### config.mk
export PLATFORM = sky130hd
export DESIGN_NAME = robCore
export DESIGN_NICKNAME = d
export VERILOG_FILES = /design/src/common/robPkg.sv /design/src/dispatch/dispatchUnit.sv /design/src/rob/reorderBuffer.sv /design/src/commit/commitUnit.sv /design/src/hdl/robCore.sv
export SDC_FILE = /design/constraint.sdc
export NUM_CORES = 2
export LEC_CHECK = 0
export BUFFER_PORTS_ARGS = -buffer_cell sky130_fd_sc_hd__buf_4
export CAP_MARGIN = 20
export CORE_MARGIN = 2
export CORE_UTILIZATION = 60
export CTS_CLUSTER_DIAMETER = 50
export CTS_CLUSTER_SIZE = 25
export DETAILED_ROUTE_END_ITERATION = 12
export GPL_TIMING_DRIVEN = 0
export PLACE_DENSITY_LB_ADDON = 0.3
export SYNTH_ARGS = -nofsm -noshare
export SYNTH_HDL_FRONTEND = slang
export SYNTH_SLANG_ARGS = --single-unit
### constraint.sdc
create_clock -name clk -period 11.7 [get_ports clk]
set_input_delay 0.585 -clock clk [delete_from_list [all_inputs] [get_ports clk]]
set_output_delay 0.585 -clock clk [all_outputs]
set_load 0.05 [all_outputs]
### src/common/robPkg.sv
package robPkg;

    // datapath widths
    localparam int DataWidth    = 32;  // result data and pc
    localparam int RegAddrWidth = 5;

    // what the entry does at retirement
    typedef enum logic [1:0] {
        kindAlu    = 2'd0,
        kindStore  = 2'd1,
        kindBranch = 2'd2
    } opKindT;

    // decoded instruction from the front end
    typedef struct packed {
        logic [RegAddrWidth-1:0] destReg;
        opKindT                  kind;
        logic                    predTaken;
    } issueReqT;

    // execution result, tag travels beside it
    typedef struct packed {
        logic [DataWidth-1:0] data;
        logic                 actualTaken;
        logic [DataWidth-1:0] target;  // branch target
    } completionT;

    typedef struct packed {
        logic [RegAddrWidth-1:0] destReg;
        opKindT                  kind;
        logic                    predTaken;
        logic                    done;  // result has arrived
        logic [DataWidth-1:0]    data;
        logic                    actualTaken;
        logic [DataWidth-1:0]    target;
    } robEntryT;

    // architectural register update at retirement
    typedef struct packed {
        logic [RegAddrWidth-1:0] destReg;
        logic [DataWidth-1:0]    data;
    } regWriteT;

endpackage

### src/dispatch/dispatchUnit.sv
`timescale 1ns/1ps

module dispatchUnit #(
    parameter int TagWidth = 4
) (
    input  logic                clk,
    input  logic                rst,

    // front end
    input  logic                issueEn,
    input  robPkg::issueReqT    issueReq,

    // buffer status and commit side
    input  logic                full,
    input  logic                flush,

    // allocation into the buffer
    output logic                allocEn,
    output logic [TagWidth-1:0] allocTag,
    output robPkg::robEntryT    allocEntry
);

    logic [TagWidth-1:0] tailPtr;  // next free tag

    // refused issues are simply dropped
    assign allocEn  = issueEn && !full && !flush;
    assign allocTag = tailPtr;

    // fresh entry, result fields filled later by completion
    always_comb begin
        allocEntry.destReg     = issueReq.destReg;
        allocEntry.kind        = issueReq.kind;
        allocEntry.predTaken   = issueReq.predTaken;
        allocEntry.done        = 1'b0;
        allocEntry.data        = '0;
        allocEntry.actualTaken = 1'b0;
        allocEntry.target      = '0;
    end

    // tail wraps naturally at RobDepth
    always_ff @(posedge clk) begin
        if (rst) begin
            tailPtr <= '0;
        end else if (flush) begin
            tailPtr <= '0;  // buffer empties, restart at tag 0
        end else if (allocEn) begin
            tailPtr <= tailPtr + TagWidth'(1);
        end
    end

endmodule

### src/rob/reorderBuffer.sv
`timescale 1ns/1ps

module reorderBuffer #(
    parameter int TagWidth = 4,
    parameter int RobDepth = 16
) (
    input  logic                clk,
    input  logic                rst,

    // allocation from dispatch
    input  logic                allocEn,
    input  logic [TagWidth-1:0] allocTag,
    input  robPkg::robEntryT    allocEntry,

    // out-of-order results
    input  logic                completeEn,
    input  logic [TagWidth-1:0] completeTag,
    input  robPkg::completionT  completion,

    // commit side
    input  logic                retire,
    input  logic                flush,

    output logic                full,
    output logic                headReady,
    output logic [TagWidth-1:0] headTag,
    output robPkg::robEntryT    headEntry
);

    localparam int CountWidth = TagWidth + 1;

    robPkg::robEntryT        entries [RobDepth];
    logic [RobDepth-1:0]     occupied;
    logic [TagWidth-1:0]     headPtr;
    logic [CountWidth-1:0]   count;  // entries in flight
    logic                    completeHit;

    // results for free slots are ignored
    assign completeHit = completeEn && occupied[completeTag] && !flush;

    assign full      = (count == CountWidth'(RobDepth));
    assign headTag   = headPtr;
    assign headEntry = entries[headPtr];

    // stores retire without waiting for a result
    assign headReady = occupied[headPtr]
                       && (entries[headPtr].done
                           || entries[headPtr].kind == robPkg::kindStore);

    // entry storage
    always_ff @(posedge clk) begin
        if (allocEn) begin
            entries[allocTag] <= allocEntry;
        end
        if (completeHit) begin
            entries[completeTag].data        <= completion.data;
            entries[completeTag].actualTaken <= completion.actualTaken;
            entries[completeTag].target      <= completion.target;
            entries[completeTag].done        <= 1'b1;
        end
    end

    // occupancy and head pointer
    always_ff @(posedge clk) begin
        if (rst) begin
            occupied <= '0;
            headPtr  <= '0;
        end else if (flush) begin
            // everything younger than the branch is discarded
            occupied <= '0;
            headPtr  <= '0;
        end else begin
            if (allocEn) begin
                occupied[allocTag] <= 1'b1;
            end
            if (retire) begin
                occupied[headPtr] <= 1'b0;
                headPtr           <= headPtr + TagWidth'(1);
            end
        end
    end

    always_ff @(posedge clk) begin
        if (rst) begin
            count <= '0;
        end else if (flush) begin
            count <= '0;
        end else if (allocEn && !retire) begin
            count <= count + CountWidth'(1);
        end else if (retire && !allocEn) begin
            count <= count - CountWidth'(1);
        end
    end

endmodule

### src/commit/commitUnit.sv
`timescale 1ns/1ps

module commitUnit #(
    parameter int TagWidth = 4
) (
    input  logic                                clk,
    input  logic                                rst,

    // head of the buffer
    input  logic                                headReady,
    input  logic [TagWidth-1:0]                 headTag,
    input  robPkg::robEntryT                    headEntry,

    output logic                                retire,

    // registered retire outputs
    output logic                                regWriteEn,
    output robPkg::regWriteT                    regWrite,
    output logic                                storeCommitEn,
    output logic [TagWidth-1:0]                 storeCommitTag,
    output logic                                flush,
    output logic [robPkg::DataWidth-1:0]        redirectPc
);

    logic isAlu;
    logic isStore;
    logic mispredict;

    // nothing retires while the flush is out
    assign retire = headReady && !flush;

    assign isAlu      = (headEntry.kind == robPkg::kindAlu);
    assign isStore    = (headEntry.kind == robPkg::kindStore);
    assign mispredict = (headEntry.kind == robPkg::kindBranch)
                        && (headEntry.predTaken != headEntry.actualTaken);

    // one-cycle strobes for the retired entry
    always_ff @(posedge clk) begin
        if (rst) begin
            regWriteEn    <= 1'b0;
            storeCommitEn <= 1'b0;
            flush         <= 1'b0;
        end else begin
            regWriteEn    <= retire && isAlu;
            storeCommitEn <= retire && isStore;
            flush         <= retire && mispredict;
        end
    end

    always_ff @(posedge clk) begin
        if (retire) begin
            regWrite.destReg <= headEntry.destReg;
            regWrite.data    <= headEntry.data;
            storeCommitTag   <= headTag;
            redirectPc       <= headEntry.target;  // used only with flush
        end
    end

endmodule

### src/hdl/robCore.sv
`timescale 1ns/1ps

module robCore #(
    parameter int TagWidth = 4
) (
    input  logic                            clk,
    input  logic                            rst,

    // issue side
    input  logic                            issueEn,
    input  robPkg::issueReqT                issueReq,
    output logic                            allocEn,
    output logic [TagWidth-1:0]             allocTag,
    output logic                            full,

    // completion side
    input  logic                            completeEn,
    input  logic [TagWidth-1:0]             completeTag,
    input  robPkg::completionT              completion,

    // retire side
    output logic                            regWriteEn,
    output robPkg::regWriteT                regWrite,
    output logic                            storeCommitEn,
    output logic [TagWidth-1:0]             storeCommitTag,
    output logic                            flush,
    output logic [robPkg::DataWidth-1:0]    redirectPc
);

    localparam int RobDepth = 1 << TagWidth;

    robPkg::robEntryT    allocEntry;
    robPkg::robEntryT    headEntry;
    logic                headReady;
    logic [TagWidth-1:0] headTag;
    logic                retire;

    dispatchUnit #(
        .TagWidth (TagWidth)
    ) dispatch (
        .clk        (clk),
        .rst        (rst),
        .issueEn    (issueEn),
        .issueReq   (issueReq),
        .full       (full),
        .flush      (flush),
        .allocEn    (allocEn),
        .allocTag   (allocTag),
        .allocEntry (allocEntry)
    );

    reorderBuffer #(
        .TagWidth (TagWidth),
        .RobDepth (RobDepth)
    ) rob (
        .clk         (clk),
        .rst         (rst),
        .allocEn     (allocEn),
        .allocTag    (allocTag),
        .allocEntry  (allocEntry),
        .completeEn  (completeEn),
        .completeTag (completeTag),
        .completion  (completion),
        .retire      (retire),
        .flush       (flush),
        .full        (full),
        .headReady   (headReady),
        .headTag     (headTag),
        .headEntry   (headEntry)
    );

    commitUnit #(
        .TagWidth (TagWidth)
    ) commit (
        .clk            (clk),
        .rst            (rst),
        .headReady      (headReady),
        .headTag        (headTag),
        .headEntry      (headEntry),
        .retire         (retire),
        .regWriteEn     (regWriteEn),
        .regWrite       (regWrite),
        .storeCommitEn  (storeCommitEn),
        .storeCommitTag (storeCommitTag),
        .flush          (flush),
        .redirectPc     (redirectPc)
    );

endmodule

* Word-level counts from Yosys, hierarchy flattened
Memory sizes are Yosys's and may differ from the RTL's. A register that Yosys moved wholly into a read port is not among the register bits.
Index checks and enable logic that the tools add are counted.
** Storage, ports and cells
- Bits of input ports :: 81
- Memories kept :: 1
- Logic and storage cells :: 70
- Bits in registers :: 105
- Memory bits (writable) :: 1184
- Output and inout bits :: 82
** Memory list
- rob.entries :: words 16, width 74, read ports 1, clocked after Yosys merged registers in 1, wr ports 2, line reorderBuffer.sv:32 : robPkg::robEntryT entries [RobDepth];
** Cells by class
- $lt $le $gt $ge :: 5
- Equality and inequality tests :: 4
- Reduce and logical (&&, ||, !) cells :: 22
- Bitwise gates (word level) :: 3
- Mux-type cells :: 20
- Add/sub/neg operators :: 4
** Operators with widths (number)
- 16-bit two-way mux :: 4
- 16-bit AND :: 1
- 16-bit NOT :: 1
- 16-bit bitwise OR :: 1
- 4-bit by 5-bit < comparator with 1-bit output, second input constant :: 3
- 1-bit logical AND :: 14
- 5-bit two-way mux :: 2
- 4-bit by 1-bit adder with 4-bit output, second input constant :: 2
- 1-bit binary-select mux with 4-bit select :: 2
- 1-bit demux with 4-bit select :: 2
- 4-bit by 1-bit >= comparator with 1-bit output, second input constant :: 2
- 1-bit two-way mux :: 8
- 4-bit two-way mux :: 2
- 5-bit by 1-bit adder with 5-bit output, second input constant :: 1
- 5-bit equality test, second input constant :: 1
- 5-bit by 1-bit subtractor with 5-bit output, second input constant :: 1
- 1-bit logical NOT :: 4
- 2-bit by 1-bit equality test with 1-bit output, second input constant :: 1
- 2-bit equality test, second input constant :: 1
- 2-bit logical NOT :: 1
- 2-bit nonzero test :: 1
- 2-bit OR reduction :: 1
- 1-bit logical OR :: 1
- 1-bit != test :: 1

* Depth between registers and ports, before layout
- Word-level depth :: 10
- Depth in mapped cells :: 17
- Depth with buffers taken out :: 15

* Hierarchy
Synthesis repeated with hierarchy kept, for this count alone.
** Unflattened totals
- Cells, all modules :: 4990
- Area, all modules :: 63154.3 µm²
** Modules (own cells, without submodules)
- reorderBuffer :: area each 60080.1 µm², cells an instance 4813, instances 1, sequential area each 35974.5 µm²
- commitUnit :: area each 2312.2 µm², cells an instance 83, instances 1, sequential area each 2252.2 µm²
- dispatchUnit :: area each 762.0 µm², cells an instance 94, instances 1, sequential area each 80.1 µm²

* Worst setup path before layout
No wires, ideal clock.
- Path type :: register to register
- Start :: register with a tool-made name
- End :: register commit.redirectPc[0] (netlist name), enable pin
- Setup time :: 505 ps
- Cell stages (with the launch flop) :: 8
- Required time :: 11195 ps
- Buffers on the path :: 2
- Slack :: 6304 ps
- Arrival :: 4892 ps
- Clock period less this slack :: 5396 ps
- Path through :: dfxtp_1 -> buf_6 -> mux4_2 -> a22o_1 -> a211oi_4 -> buf_4 -> o21ai_0 -> nor2_1
** RTL lines
- end signal, assigned :: line commitUnit.sv:55 : redirectPc <= headEntry.target;
- end, declared :: line commitUnit.sv:22 : output logic [robPkg::DataWidth-1:0] redirectPc

==> results.toml <==
[clock_network]
cts_buffers = 130
cts_tree = "yes"
cts_hold_buf = 0
clockRootBuffer = "clkbuf_16"
cts-htree-levels = 4
post_cts_buffers = 0
clkTransAtPathRegs_ns = 0.07
clkLatencyLatePin_ns = 0.75
cts_resized = 0
clock_sink_count = 1293
cts_buffer_depth = 3

[global_routing]
antenna_found_initial = 27
grt_util_all_layers_pct = 33.8
grt_pass1_vias = 33400
grt_overflow = 0
grt_max_degree = 45
grt_use_met3_pct = 11.5
grt_busiest_layer = "met2"
grt_use_met1_pct = 41.8
grt_pass1_wl_um = 224000
use_met2_pct = 53.7

[timing]
fmax_mhz = 225
slew_violations = 0
timing.final.crit_share_pct = 38.1
setup_tns_ns = 0
skew_ns = 0.0333
worst_pin_slew_ns = 1.29
rsz0062_at_grt = "no"
min_period_ns = 4.45
relSlewSlack_pct = 14.2
fin_ws_ns = 7.25
hold_viol_final = 0
setup_viol = 0

[synth]
synthArstFlopShare_pct = 0
synth_area_um2 = 55900
synth_edf_count = 1241
synth_common_cells = "1241 x edfxtp_1, 1050 x and2_1, 371 x mux4_2"
synth-seq-cells = 1293
yosysMostFrequentCell = "edfxtp_1"
synth_area_leaders = "edfxtp_1 67%, mux4_2 15%, and2_1 12%"
yosysUniqueCellTypes = 57
synth_top_area_share_pct = 66.6
yosysWarnings = 0
synth_top_flop_cell = "edfxtp_1"
synth_nets = 3308
synth_seq_area_share_pct = 68.5
syn_avg_cell_area_um2 = 17.4
yosys.area.top_type = "edfxtp_1"
postSynthCellCount = 3214

[power_and_ir_drop]
p_per_area_nw_per_um2 = 180
irDropWorstVdd_mv = 0.235
p_leak_nw = 20.8

[floorplanning]
die_y_um = 309
initial_utilization_pct = 60.7
ios = 163
dieArea_um2 = 95700
std_cell_rows = 111
die_width_um = 309
core_um2 = 92100

[final_layout]
drive_gt1_share_pct = 23.9
final_util_pct = 69.5
nets = 3635
synthToLayoutAreaGrowth_pct = 14.4

[critical_path]
path_max_fanout = 36
cp_data_arrival_time_ns = 4.86
worst-r2r-cell-count = 6
cp-start-kind = "flop"
r2r-end = "rob.entries[12][11]"
reg2reg_from = "rob.occupied[15]"
r2r_slack_ns = 7.25
crit_start = "rob.occupied[15]"
crit_path_end_kind = "flop"
worstPathRequired_ns = 12.11
critical_path_class = "reg2reg"

[route]
drt_iter0_markers = 4750
routedWlPerCell_um = 32.4
drt_wl_total_um = 159000
drc_errors = 0
via_count = 32300
ant_nets = 0
first_pass_iters = 6
vias_per_cell = 6.58

[min_path]
min_path_type = "in2reg"
hold_end = "rob.entries[9][70]"
hold_depth = 1
hold_path_startpoint = "issueReq[4]"

[place]
hpwl_um = 100000
gp_congestion = 0.866
port_buffers = 162
place_ws_ns = 7.05

[outcome]
status = "complete, no violations"

[flow_run]
cap_violations = 0
[cell usage in the layout, fill, tap and decap left out, types with 4 or more instances in the layout]
master / count
nand2_1: 10
bufinv_16: 13
and2_1: 1050
buf_16: 17
mux2i_1: 15
inv_1: 23
clkinv_1: 8
buf_6: 4
buf_8: 13
buf_2: 36
a221oi_1: 4
clkinv_2: 13
a21o_1: 5
or2_4: 16
diode_2: 14
nor2_1: 29
mux4_2: 371
ha_1: 12
o2111ai_1: 4
nand3_1: 4
nand2b_1: 7
edfxtp_1: 1241
clkinv_8: 11
o22ai_1: 12
nor2b_1: 4
and4_1: 5
inv_6: 17
a21oi_1: 6
xor2_1: 5
clkbuf_16: 135
clkbuf_1: 236
dfxtp_1: 52
clkinv_4: 13
nor3_1: 7
o221a_2: 16
clkinvlp_4: 10
buf_4: 165
[per-stage QoR]
stage	total power, W	cell area (µm²)	instances	hold WS [ns]
final	0.0115	64000	4902	0.147
after global routing	0.0117	64000	4895	0.144
after CTS	0.0115	63900	4884	0.117
after detailed placement	0.00717	59400	4648	0.444
after global placement	0.00712	58700	4619	0.434
after floorplan	0.00652	55900	3214	0.421
[report_power, final]
part / switching [W] / leakage [nW] / internal [W]
combinational: 0.00110 / 7.28 / 0.000694
sequential: 0.0000608 / 11.4 / 0.00525
clock: 0.00191 / 2.17 / 0.00246
[layer usage]
metal	part of all wire, %	vias to the layer above
met4	5.2	20
met3	13	580
met5	0.089	-
li1	-	12800
met1	34	16400
met2	48	2493
[worst max path at each step]
stage                     depth (start not counted)  slack [ns]              endpoint
final                                             6        7.25   rob.entries[12][11]
after global routing                             16        7.22          rob.count[4]
after CTS                                         6        7.50   rob.entries[12][11]
after detailed placement                          7        7.05   rob.entries[12][11]
after global placement                            8        3.51   commit.regWrite[15]
after floorplan                                   7        6.30  commit.redirectPc[0]
[critical path, stage by stage (launching register included)]
cell	delay, ns
dfxtp_1	0.37
mux4_2	0.25
nand4_1	0.59
nor3_1	0.96
clkbuf_1	0.80
or2_4	0.76
buf_16	0.35
[flip-flops by register name, indices dropped and copies added (netlist names), named ones only]
name	flops
rob.headTag	4
commit.flush	1
dispatch.allocTag	4
commit.redirectPc	32
commit.regWrite	37
commit.storeCommitEn	1
commit.regWriteEn	1
rob.entries	1184
rob.count	5
commit.storeCommitTag	4
rob.occupied	16
[cells by family (layout without fill, tap and decap cells)]
kind of cell	count (synthesis)	in the layout	synth area share, %
mux	386	386	15.2
buf+inv	298	729	2.14
simple gates	1150	1150	12.7
xor+xnor	8	8	0.125
fa+ha+maj	13	13	0.304
flops	1293	1293	68.5
other cells	0	14	0
compound gates	66	66	1.00
[layout make-up]
cell class / instances / area, µm²
sequential: 1293 / 38300
fill: 5761 / 28100
multi-input combinational: 1623 / 16500
clock buffer: 145 / 3430
timing repair buffer: 195 / 1930
tap: 1243 / 1560
buffer: 274 / 1110
clock inverter: 91 / 1070
inverter: 24 / 90.1
antenna: 14 / 35.0
Power figures use the tool's default switching activity.
